`src/rtl/switch_read_pkg.sv`:
```
package switch_read_pkg;

    localparam int NUM_PORTS   = 4;
    localparam int PORT_W      = 2;
    localparam int WORD_W      = 48;
    localparam int PRI_W       = 2;
    localparam int LEN_W       = 8;
    localparam int CRC_W       = 32;
    localparam int QUEUE_DEPTH = 64;
    localparam int ADDR_W      = $clog2(QUEUE_DEPTH);
    localparam logic [CRC_W-1:0] CRC_POLY = 32'h04C11DB7;
    localparam logic [CRC_W-1:0] CRC_INIT = 32'hFFFFFFFF;

    typedef struct packed {
        logic [5:0]       rsvd;
        logic [PRI_W-1:0] pri;
        logic [LEN_W-1:0] len;  // payload words, header excluded
        logic [CRC_W-1:0] crc;
    } hdr_t;

    // one queue word, payload or header depending on position in frame
    typedef union packed {
        logic [WORD_W-1:0] raw;
        hdr_t              hdr;
    } queue_word_u;

    typedef struct packed {
        logic [PORT_W-1:0] port;
        logic              last;
        queue_word_u       data;
    } in_word_t;

    typedef struct packed {
        logic [PRI_W-1:0] pri;
        logic [LEN_W-1:0] len;
        logic [CRC_W-1:0] crc;
    } desc_t;

    typedef struct packed {
        logic [PORT_W-1:0] port;
        logic              sop;
        logic              eop;
        logic [WORD_W-1:0] data;
    } out_word_t;

    typedef struct packed {
        logic [PORT_W-1:0] port;
        logic              crc_ok;
    } status_t;

    // first requesting port at or after ptr, msb of result is the hit flag
    function automatic logic [PORT_W:0] rr_pick(input logic [NUM_PORTS-1:0] req,
                                                input logic [PORT_W-1:0] ptr);
        logic [PORT_W-1:0] idx;
        logic [PORT_W:0]   pick;
        pick = '0;
        for (int i = NUM_PORTS - 1; i >= 0; i--) begin
            idx = ptr + PORT_W'(i);
            if (req[idx]) pick = {1'b1, idx};  // lowest offset written last
        end
        return pick;
    endfunction

endpackage
```
`src/rtl/qos_arbiter.sv`:
```
`timescale 1ns/1ps

module qos_arbiter (
    input  logic                                    clk,
    input  logic                                    rst_n,
    input  logic                                    qos_mode,     // 0 strict, 1 wrr
    input  logic                                    link_en,
    input  logic                                    reader_busy,
    input  logic [switch_read_pkg::NUM_PORTS-1:0]   desc_vld,
    input  switch_read_pkg::desc_t [switch_read_pkg::NUM_PORTS-1:0] desc,
    output logic                                    grant_vld,
    output logic [switch_read_pkg::PORT_W-1:0]      grant_port
);

    logic [switch_read_pkg::PRI_W:0]       credit     [switch_read_pkg::NUM_PORTS];
    logic [switch_read_pkg::PRI_W:0]       eff_credit [switch_read_pkg::NUM_PORTS];
    logic [switch_read_pkg::NUM_PORTS-1:0] has_credit, wrr_req;
    logic                                  reload;
    logic [switch_read_pkg::PORT_W-1:0]    wrr_ptr, sp_port, pick_port;
    logic [switch_read_pkg::PORT_W:0]      wrr_pick;
    logic                                  sp_found;
    logic                                  decide;

    always_comb begin
        for (int p = 0; p < switch_read_pkg::NUM_PORTS; p++) begin
            has_credit[p] = credit[p] != 0;
        end
        reload = ~|(desc_vld & has_credit);  // every pending port is out of credit
        for (int p = 0; p < switch_read_pkg::NUM_PORTS; p++) begin
            eff_credit[p] = reload ? {1'b0, desc[p].pri} + 1'b1 : credit[p];
            wrr_req[p]    = desc_vld[p] && eff_credit[p] != 0;
        end
        // strict priority, walking down so ties land on the lowest port
        sp_port  = '0;
        sp_found = 1'b0;
        for (int p = switch_read_pkg::NUM_PORTS - 1; p >= 0; p--) begin
            if (desc_vld[p] && (!sp_found || desc[p].pri >= desc[sp_port].pri)) begin
                sp_port  = switch_read_pkg::PORT_W'(p);
                sp_found = 1'b1;
            end
        end
    end

    assign wrr_pick  = switch_read_pkg::rr_pick(wrr_req, wrr_ptr);
    assign pick_port = qos_mode ? wrr_pick[switch_read_pkg::PORT_W-1:0] : sp_port;
    // grant_vld term covers the cycle before reader_busy rises
    assign decide    = link_en && !reader_busy && !grant_vld && |desc_vld;

    always_ff @(posedge clk or negedge rst_n) begin
        if (!rst_n) begin
            grant_vld  <= 1'b0;
            grant_port <= '0;
            wrr_ptr    <= '0;
            for (int p = 0; p < switch_read_pkg::NUM_PORTS; p++) credit[p] <= '0;
        end else begin
            grant_vld <= decide;
            if (decide) grant_port <= pick_port;
            if (decide && qos_mode) begin
                for (int p = 0; p < switch_read_pkg::NUM_PORTS; p++) begin
                    if (reload && desc_vld[p]) credit[p] <= eff_credit[p];
                end
                credit[pick_port] <= eff_credit[pick_port] - 1'b1;
                if (eff_credit[pick_port] == 1) wrr_ptr <= pick_port + 1'b1;
                else wrr_ptr <= pick_port;
            end
        end
    end

    a_grant_pending: assert property (@(posedge clk) disable iff (!rst_n)
        grant_vld |-> desc_vld[grant_port]);

endmodule

```
`config.mk`:
```
export PLATFORM = sky130hd
export DESIGN_NAME = qos_arbiter
export DESIGN_NICKNAME = d
export VERILOG_FILES = /design/src/rtl/switch_read_pkg.sv /design/src/rtl/qos_arbiter.sv
export SDC_FILE = /design/constraint.sdc
export NUM_CORES = 1
export LEC_CHECK = 0
export ABC_AREA = 1
export BUFFER_PORTS_ARGS = -buffer_cell sky130_fd_sc_hd__buf_2
export CAP_MARGIN = 20
export CORE_UTILIZATION = 39
export DETAILED_ROUTE_END_ITERATION = 8
export PLACE_DENSITY = 0.79
export SLEW_MARGIN = 20
export SYNTH_ARGS = -nofsm -noshare
export SYNTH_HDL_FRONTEND = slang
export SYNTH_SLANG_ARGS = --single-unit
export TNS_END_PERCENT = 1
```
`constraint.sdc`:
```
create_clock -name clk -period 4.05 [get_ports clk]
set_input_delay 0.405 -clock clk [delete_from_list [all_inputs] [get_ports clk]]
set_output_delay 0.405 -clock clk [all_outputs]
set_load 0.05 [all_outputs]
```
==> results.yml <==
finish:
  antennaDiodeCount: 0
  layout_commonest_cell: "nand2_1"
  drive_above_1_share_pct: 38.2
  fin_area_um2: 2750
  area_growth_pct: 32.9
  layout.cells.most_common_list: "68 x nand2_1, 51 x inv_1, 40 x buf_4"
  post-route-util_pct: 53.8
  fin_nets: 579
  final_cell_count_no_fill: 455
clocking:
  holdBufCountCts: 0
  cts.sinks: 17
  cts_tree: "done"
  clockBufferDepth: 2
  worstSkewPairLatency_ns: 0.26
  cts-root-buf: "clkbuf_8"
  ctsHtreeMaxLevel: 1
  cts_made_buffers: 3
  clk_pin_slew_worst_paths_ns: 0.07
synthesis:
  ys_seq_area_share_pct: 20.6
  avgSynthCellArea_um2: 6.36
  yosys-top-cells-area: "dfrtp_1 21%, nand2_1 13%, inv_1 10%"
  ys_types: 34
  syn_inst: 325
  synth_top_area_share_pct: 20.6
  ys_seq_elements: 17
  synth_area_um2: 2070
  yosys.area.top_type: "dfrtp_1"
  synth_warnings: 0
  synth.net_count: 518
place:
  placed_cells: 445
  placed_cell_area_um2: 2500
  dp_hpwl_um: 4450
  globalplace.congestion: 0.897
  io_buffer_count: 19
worst_hold_path:
  min_path_type: "input port to async pin"
power_and_ir_drop:
  p_int_mw: 1.11
  p_comb_share_pct: 82.0
  netSwitchingPower_mw: 1.33
  power.share.switching_pct: 54.4
  leakage_nw: 1.45
  pwr-share-clk_pct: 5.5
  power_frac_seq_pct: 12.5
  p_per_area_nw_per_um2: 891
  finalPower_mw: 2.45
  irDropWorstVdd_mv: 0.585
grt:
  grt_max_degree: 19
  grt_pass1_wl_um: 8820
  grt_pass1_vias: 2015
  antenna_found_initial: 1
  grtUsageTotal_pct: 20.8
  overflow: 0
sta:
  rsz0062_at_grt: "true"
  worst_slew_pin_slew_ns: 0.390
  fin_crit_ns: 4.13
  finalSetupViolations: 9
  skew_ns: 0.00245
  finalHoldViolations: 0
  fin_ws_ns: -0.0814
  fin_crit_sh_pct: 102
  slew_viol_final: 0
  slew_headroom_pct: 74.0
  timing.fmax_mhz: 242
  finalHoldWorstSlack_ns: 0.0591
die:
  die_w_um: 74.8
  ios: 180
  rows: 26
  coreArea_um2: 5110
  die_area_um2: 5600
  die_h_um: 74.8
  initial_core_util_pct: 40.5
worst_setup_path:
  cp_max_fo: 8
  cp-start-kind: "input port"
  reg2reg_from: "credit[6]"
  cp-end-kind: "flop"
  slowest_stage: "ha_1"
  slowest_delay_ns: 0.28
  critPathLaunch: "desc_vld[3]"
  critPathArrivalTime_ns: 4.28
  crit_path_frequent_cell: "o21ai_1"
  critPathKind: "input port to flop"
  crit_required_ns: 4.20
status:
  status: "finished, violations left"
  failed_checks: "setup timing"
routing:
  num_vias: 2331
  routed_via_density: 5.12
  drtIter0Drc: 164
  ant_nets: 0
  wl_per_cell_um: 13.1
  drc: 0
  wirelength_um: 5950
  firstDrtPassIters: 4
flow_run:
  drv_cap: 0
==> critical path: cells and delay by family <==
kind	cells	cell delay, ns
AOI/OAI and AO/OA	12	1.24
and+or+nand+nor	11	1.16
adders and majority gates	4	1.03
buffers and inverters	4	0.45
==> power groups by stage <==
stage	clock network [mW]	registers [mW]	logic [mW]
2_1_floorplan	0	0.320	1.20
3_3_place_gp	0	0.301	1.64
3_5_place_dp	0	0.304	1.67
4_1_cts	0.136	0.302	1.76
5_1_grt	0.141	0.316	2.17
6_report	0.134	0.307	2.01
==> cell usage after synthesis, drive strengths merged <==
library cell and count:
o21ai 23, nand2 101, ha 16, a31oi 7, xor2 1, a21boi 2
o32ai 1, nor3b 1, inv 58, buf 3, o22ai 1, clkbuf 1
a32oi 1, nor2 33, dfrtp 17, a21oi 19, a22oi 1, nor3 1
nand3 34, nand4 1, and2 1, o211ai 1, clkinv 1
==> area by class of cell <==
type | count | area (um^2)
Fill cell | 494 | 2360
Inverter | 59 | 228
Sequential cell | 17 | 425
Tap cell | 70 | 87.6
Multi-Input combinational cell | 245 | 1550
Clock buffer | 4 | 45.0
Timing Repair Buffer | 60 | 407
==> sequential cells by signal (all words and copies together), names as in the netlist <==
register,flops
credit,12
grant_port,2
grant_vld,1
wrr_ptr,2
==> through the flow <==
step	TNS, ns	worst slack, ns
3_3_place_gp	-3.79	-0.324
5_1_grt	-5.00	-0.408
3_5_place_dp	-5.35	-0.431
2_1_floorplan	-0.989	-0.110
6_report	-0.420	-0.0814
4_1_cts	-0.0406	-0.0184
==> per-layer routing <==
layer	track usage, %	up-vias	routed length (um)
met5	0	-	13
met4	6.92	2	121
met3	2.54	16	368
met2	34.7	74	2850
met1	27.8	1078	2600
li1	-	1161	-
==> logic make-up after synthesis <==
kind of cell	count (synthesis)	share of synthesized area [%]
XOR/XNOR	1	0.424
AO/OA/AOI/OAI	56	16.7
adder cells (fa/ha/maj)	16	9.69
flip-flops	17	20.6
AND/OR/NAND/NOR	172	39.8
buffers and inverters	63	12.8
==> final timing paths <==
path                                 end  slack (ns)  depth (start not counted)
max in group asynchronous      credit[9]        3.71                          1
min in group clk               grant_vld        0.45                          3
max reg2reg                    credit[1]        0.61                         25
min                            credit[7]        0.06                          1
min reg2reg                grant_port[0]        0.49                          2
max                            credit[1]       -0.08                         31
==> what timing repair did <==
action                     in CTS  in global routing
pin swaps                       9                 17
hold endpoints to repair        0                  0
setup endpoints to repair      14                 14
gates resized for setup        13                 34
setup buffers                   3                  3
Note: power is estimated with default switching activity, not from simulation.
