===== config.mk =====
export PLATFORM = sky130hd
export DESIGN_NAME = header_scan
export DESIGN_NICKNAME = d
export VERILOG_FILES = /design/src/rtl/switch_read_pkg.sv /design/src/rtl/header_scan.sv
export SDC_FILE = /design/constraint.sdc
export NUM_CORES = 1
export LEC_CHECK = 0
export ABC_CLOCK_PERIOD_IN_PS = 6400
export BUFFER_PORTS_ARGS = -buffer_cell sky130_fd_sc_hd__buf_4
export CAP_MARGIN = 20
export CORE_AREA = 2 2 93 162
export CTS_BUF_LIST = sky130_fd_sc_hd__clkbuf_16
export DETAILED_ROUTE_END_ITERATION = 8
export DIE_AREA = 0 0 95 164
export PLACE_DENSITY_LB_ADDON = 0.08
export SLEW_MARGIN = 20
export SYNTH_ARGS = -nofsm -noshare
export SYNTH_HDL_FRONTEND = slang
export SYNTH_SLANG_ARGS = --single-unit

===== constraint.sdc =====
create_clock -name clk -period 6.4 [get_ports clk]
set_input_delay 0.32 -clock clk [delete_from_list [all_inputs] [get_ports clk]]
set_output_delay 0.32 -clock clk [all_outputs]
set_load 0.03 [all_outputs]

===== src/rtl/switch_read_pkg.sv =====
package switch_read_pkg;

    localparam int NUM_PORTS   = 4;
    localparam int PORT_W      = 2;
    localparam int WORD_W      = 48;
    localparam int PRI_W       = 2;
    localparam int LEN_W       = 8;
    localparam int CRC_W       = 32;
    localparam int QUEUE_DEPTH = 64;
    localparam int ADDR_W      = $clog2(QUEUE_DEPTH);
    localparam logic [CRC_W-1:0] CRC_POLY = 32'h04C11DB7;
    localparam logic [CRC_W-1:0] CRC_INIT = 32'hFFFFFFFF;

    typedef struct packed {
        logic [5:0]       rsvd;
        logic [PRI_W-1:0] pri;
        logic [LEN_W-1:0] len;  // payload words, header excluded
        logic [CRC_W-1:0] crc;
    } hdr_t;

    // one queue word, payload or header depending on position in frame
    typedef union packed {
        logic [WORD_W-1:0] raw;
        hdr_t              hdr;
    } queue_word_u;

    typedef struct packed {
        logic [PORT_W-1:0] port;
        logic              last;
        queue_word_u       data;
    } in_word_t;

    typedef struct packed {
        logic [PRI_W-1:0] pri;
        logic [LEN_W-1:0] len;
        logic [CRC_W-1:0] crc;
    } desc_t;

    typedef struct packed {
        logic [PORT_W-1:0] port;
        logic              sop;
        logic              eop;
        logic [WORD_W-1:0] data;
    } out_word_t;

    typedef struct packed {
        logic [PORT_W-1:0] port;
        logic              crc_ok;
    } status_t;

    // first requesting port at or after ptr, msb of result is the hit flag
    function automatic logic [PORT_W:0] rr_pick(input logic [NUM_PORTS-1:0] req,
                                                input logic [PORT_W-1:0] ptr);
        logic [PORT_W-1:0] idx;
        logic [PORT_W:0]   pick;
        pick = '0;
        for (int i = NUM_PORTS - 1; i >= 0; i--) begin
            idx = ptr + PORT_W'(i);
            if (req[idx]) pick = {1'b1, idx};  // lowest offset written last
        end
        return pick;
    endfunction

endpackage

===== src/rtl/header_scan.sv =====
`timescale 1ns/1ps

module header_scan (
    input  logic                                    clk,
    input  logic                                    rst_n,
    input  logic [switch_read_pkg::NUM_PORTS-1:0]   frame_avail,
    input  logic                                    scan_ack,
    input  switch_read_pkg::queue_word_u            rd_data,
    input  logic                                    done_vld,
    input  logic [switch_read_pkg::PORT_W-1:0]      done_port,
    output logic                                    scan_rd,
    output logic [switch_read_pkg::PORT_W-1:0]      scan_port,
    output logic [switch_read_pkg::NUM_PORTS-1:0]   desc_vld,
    output switch_read_pkg::desc_t [switch_read_pkg::NUM_PORTS-1:0] desc
);

    logic [switch_read_pkg::PORT_W-1:0]    ptr;
    logic [switch_read_pkg::NUM_PORTS-1:0] eligible;
    logic [switch_read_pkg::PORT_W:0]      pick;
    logic                                  cap_vld;   // header on rd_data this cycle
    logic [switch_read_pkg::PORT_W-1:0]    cap_port;

    always_comb begin
        eligible = frame_avail & ~desc_vld;
        // header in flight, count not yet visible in desc_vld
        if (cap_vld) eligible[cap_port] = 1'b0;
    end

    assign pick      = switch_read_pkg::rr_pick(eligible, ptr);
    assign scan_rd   = pick[switch_read_pkg::PORT_W];
    assign scan_port = pick[switch_read_pkg::PORT_W-1:0];

    always_ff @(posedge clk or negedge rst_n) begin
        if (!rst_n) begin
            ptr      <= '0;
            cap_vld  <= 1'b0;
            cap_port <= '0;
            desc_vld <= '0;
        end else begin
            cap_vld <= scan_ack;
            if (scan_ack) begin
                ptr      <= scan_port + 1'b1;  // rotate past the served port
                cap_port <= scan_port;
            end
            if (done_vld) desc_vld[done_port] <= 1'b0;
            if (cap_vld) desc_vld[cap_port] <= 1'b1;
        end
    end

    ////////////////////
    // descriptor payload
    always_ff @(posedge clk) begin
        if (cap_vld) begin
            desc[cap_port] <= {rd_data.hdr.pri, rd_data.hdr.len, rd_data.hdr.crc};
        end
    end

    a_no_overwrite: assert property (@(posedge clk) disable iff (!rst_n)
        cap_vld |-> !desc_vld[cap_port]);

endmodule


==> results by stage <==
Run status:
- The run finished with clean final reports.

Route:
- The via density per instance is 4.61.
- In the final routed layout, each cell accounts on average for 18.8 microns.
- The number of design-rule violations left by the first detailed-router iteration is 190.
- In the routed design, unresolved DRC markers number 0.
- The number of detailed-routing iterations run before antenna repair is 5.
- The count of nets left with antenna violations after detail routing is 0.
- The total vias in the final route is 3,078.
- The aggregate routed wire length is 12,500 microns.

STA:
- The number of max-slew violations in the final report was 0.
- Setup violations remaining at the end of the flow were counted as 0.
- In the post-route analysis, the smallest setup slack over all paths is 3.91 ns.
- The normalized max-slew margin is 42.2%.
- The final total negative setup slack is 0 ns.
- Setup repair after global routing left no endpoint under its margin.
- The upper clock frequency limit is 402 MHz.
- The worst setup skew after layout is 0.00621 ns.
- At the pin with the least slew margin, the transition time is 0.866 ns.
- The final-report hold violation count came to 0.
- The worst slack on hold paths is 0.0773 ns.
- The minimum clock period is 2.49 ns.
- The final critical-path share of the clock period is 38.8%.

Place:
- The setup slack at placement is 4.35 ns.
- The post-detailed-placement half-perimeter wirelength is 8770 microns.
- The count of input and output buffers is 226.
- In this run, placement finished with an instance count of 635.
- The global placer's final weighted congestion is 0.848.
- Summing all placed instances gives a cell area of 0.00753 sq mm.

Synthesis:
- The portion of synthesized area spent on multiplexers is 0.404%.
- The synthesized design contains 177 register bits.
- The synthesized netlist devotes 0% of its cell area to XOR and XNOR gates.
- Synthesis produced a netlist whose cell count is 226.
- The cell type with the highest aggregate area in the netlist is edfxtp_1.
- After Yosys synthesis, full adders, half adders and majority gates account for 0% of the synthesized area.
- For this run, the leading register cell type out of synthesis is edfxtp_1.
- The post-synthesis instance area is 0.00557 sq mm.
- A synthesized cell averages 24.6 sq um.
- The proportion of synthesized flip-flops having asynchronous set or reset is 5.08%.
- After synthesis, the largest family of logic cells by area is simple AND/OR/NAND/NOR gates.
- By area the synthesized netlist is led by edfxtp_1 (91%), dfrtp_1 (4.0%), nand2_1 (0.54%).
- The number of enable-type register cells in the synthesized netlist is 168.
- The yosys synthesis warning count is 0.
- By count the netlist is led by edfxtp_1 (168), dfrtp_1 (9), nand2_1 (8).
- The number of nets in the synthesized netlist is 284.
- The fraction of the yosys area taken by sequential cells is 94.7%.
- The most numerous cell in the Yosys netlist is edfxtp_1.
- Summing the areas of all and, or, nand and nor instances in the mapped netlist gives 2.79% of the synthesized area.
- The netlist uses 27 different library cells.
- The proportion of netlist area held by the largest area contributor is 90.6%.
- Summing the areas of all compound-gate instances in the mapped netlist gives 1.82% of the synthesized area.

Cells and area:
- The finished layout holds 668 standard cells, fillers aside.
- After filler insertion, the fill cell instance count of the layout stands at 1,139.
- The post-route netlist has 55.1% of its cells at a drive strength greater than 1.
- The final non-filler cell area is 0.00809 sq mm.
- 0 antenna diodes ended up in the layout.
- In the final design database the tool counted 533 nets.
- Compared with the post-synthesis result, the final layout area differs by 45.3%.

Floorplan:
- The boundary pin count is 233.
- The full die area is 0.0156 sq mm.
- The vertical die dimension is 164 microns.
- The core region is 0.0143 sq mm.
- The floorplan step set the die width to 95 microns.
- The starting utilization of the core area is 38.9%.
- The number of rows in the core area is 58.

Critical path:
- The worst register-to-register path has a depth of 6.
- The sort of element at the start of the critical path is a register.
- STA classifies the critical path endpoint as an output port.
- The critical setup path kind is reg2out.
- The highest fanout seen on the critical path is 7.
- The data required time of the critical path is 6.08 ns.
- The setup check on the worst reg-to-reg path leaves a slack of 4.45 ns.
- The endpoint identified for the worst register-to-register timing path is ptr[1]$_DFFE_PN0P_.
- The data arrival at the endpoint of the critical path is 2.17 ns.
- The worst reg2reg path startpoint is cap_port[0]$_DFFE_PN0P_.

Global routing:
- The total global routing overflow is 0.
- The largest net degree at the start of global routing is 43.
- The first-pass GRT wire length is 17,800 microns.
- The via count of the first global-routing pass is 3,081.
- The total track usage is 16.2%.
- The number of antenna violations at the first check in global routing is 0.

Power and ir drop:
- The clock network is responsible for 27.6% of the overall power.
- In this run switching power makes up 32.6% of total power.
- In this run the power density over the cells is 421 mW/mm^2.
- The combinational power share is 26.0%.
- The leakage component of the power is 3.15 nW.
- The internal power is 0.00229 W.
- Across the VDD grid, the largest voltage drop is 0.222 mV.
- The sequential cell fraction of total power is 46.4%.
- In this run the power spent charging and discharging nets is 0.00111 W.

Worst hold path:
- The worst min-delay path startpoint is scan_ack.
- The path class of the tightest hold or removal check is in2reg.
- The sink of the worst hold path is cap_vld$_DFF_PN0_.
- Counting instances, the worst hold path has a depth of 1.

Clock network:
- Clock-pin slew was measured on the worst setup and hold paths at 0.06 ns.
- TritonCTS built the clock tree.
- In this run the clock root is driven by a clkbuf_16.
- The total number of H-tree levels is 4.
- The number of buffers added by the clock tree synthesis step is 17.
- For this design, the sink count on the clock tree is 177.
- The clock latency at the later pin of the worst-skew pair is 0.41 ns.
- The buffer levels on the longest clock path is 2.

Run:
- The number of max-capacitance violations reported is 0.
[what timing repair did]
| item | in CTS | in global routing |
|---|---|---|
| hold buffers | 1 | 0 |
| hold endpoints to repair | 9 | 0 |
| setup buffers | 0 | 0 |
| resized for setup | 0 | 0 |
[how the worst max path moves through the flow]
stage	startpoint	end	slack, ns
2_1_floorplan	cap_port[1]$_DFFE_PN0P_	ptr[1]$_DFFE_PN0P_	3.60
3_3_place_gp	cap_port[0]$_DFFE_PN0P_	scan_port[1]	4.33
6_report	cap_port[0]$_DFFE_PN0P_	scan_port[1]	3.91
4_1_cts	cap_port[0]$_DFFE_PN0P_	scan_port[1]	3.88
5_1_grt	cap_port[1]$_DFFE_PN0P_	scan_port[0]	3.78
3_5_place_dp	cap_port[0]$_DFFE_PN0P_	scan_port[1]	4.35
[through the flow]
step	power (W)	utilization [%]
after floorplan	0.00210	-
after global placement	0.00249	52.5
after detailed placement	0.00250	52.7
after CTS	0.00345	56.6
after global routing	0.00355	56.6
final	0.00340	56.6
[sequential cells by signal, indices dropped and copies added (netlist names)]
signal,count
cap_vld,1
desc_vld,4
ptr,2
desc,168
cap_port,2
[power by group through the flow]
stage               Clock (W)  Combinational, W  Sequential [W]
floorplan                   0          0.000176         0.00192
global placement            0          0.000888         0.00160
detailed placement          0          0.000898         0.00160
CTS                  0.000964          0.000900         0.00158
global route          0.00101          0.000937         0.00160
finish               0.000941          0.000884         0.00158
[logic make-up (layout without fill, tap and decap cells)]
logic type             Yosys count  in the layout
DFF                            177            177
AOI/OAI and AO/OA               14             14
and+or+nand+nor                 28             28
buffers and inverters            5            267
muxes                            2              2
[layout by cell type, fill, tap and decap left out, types with 3 or more instances in the layout]
cell / count
dfrtp_1: 9
clkinvlp_4: 5
nand2_1: 8
inv_2: 3
o21ai_0: 5
buf_4: 228
edfxtp_1: 168
nand2b_1: 3
nor2b_1: 3
clkbuf_16: 17
inv_6: 6
nand3b_1: 3
nor2_1: 4
[layer usage]
layer | track usage, % | share of wire (%)
met1 | 16.7 | 33
met5 | 0 | 0
met3 | 4.22 | 7.4
met2 | 29.5 | 56
met4 | 8.30 | 3.4
[final cells by class]
class / instances / area, sq um / area share [%]
inverters: 5 / 20.0 / 0.247
multi-input cells: 44 / 279 / 3.45
well taps: 180 / 225 / 2.78
clock inverters: 15 / 121 / 1.50
repair buffers: 230 / 1750 / 21.6
flip-flops and latches: 177 / 5270 / 65.1
clock buffers: 17 / 425 / 5.26
[critical path: stages (launching register included)]
cell	delay (ns)
dfrtp_1	0.43
or3b_4	0.45
inv_2	0.15
o32ai_1	0.12
a311oi_2	0.38
buf_4	0.23
(Power assumes the default switching activity.)
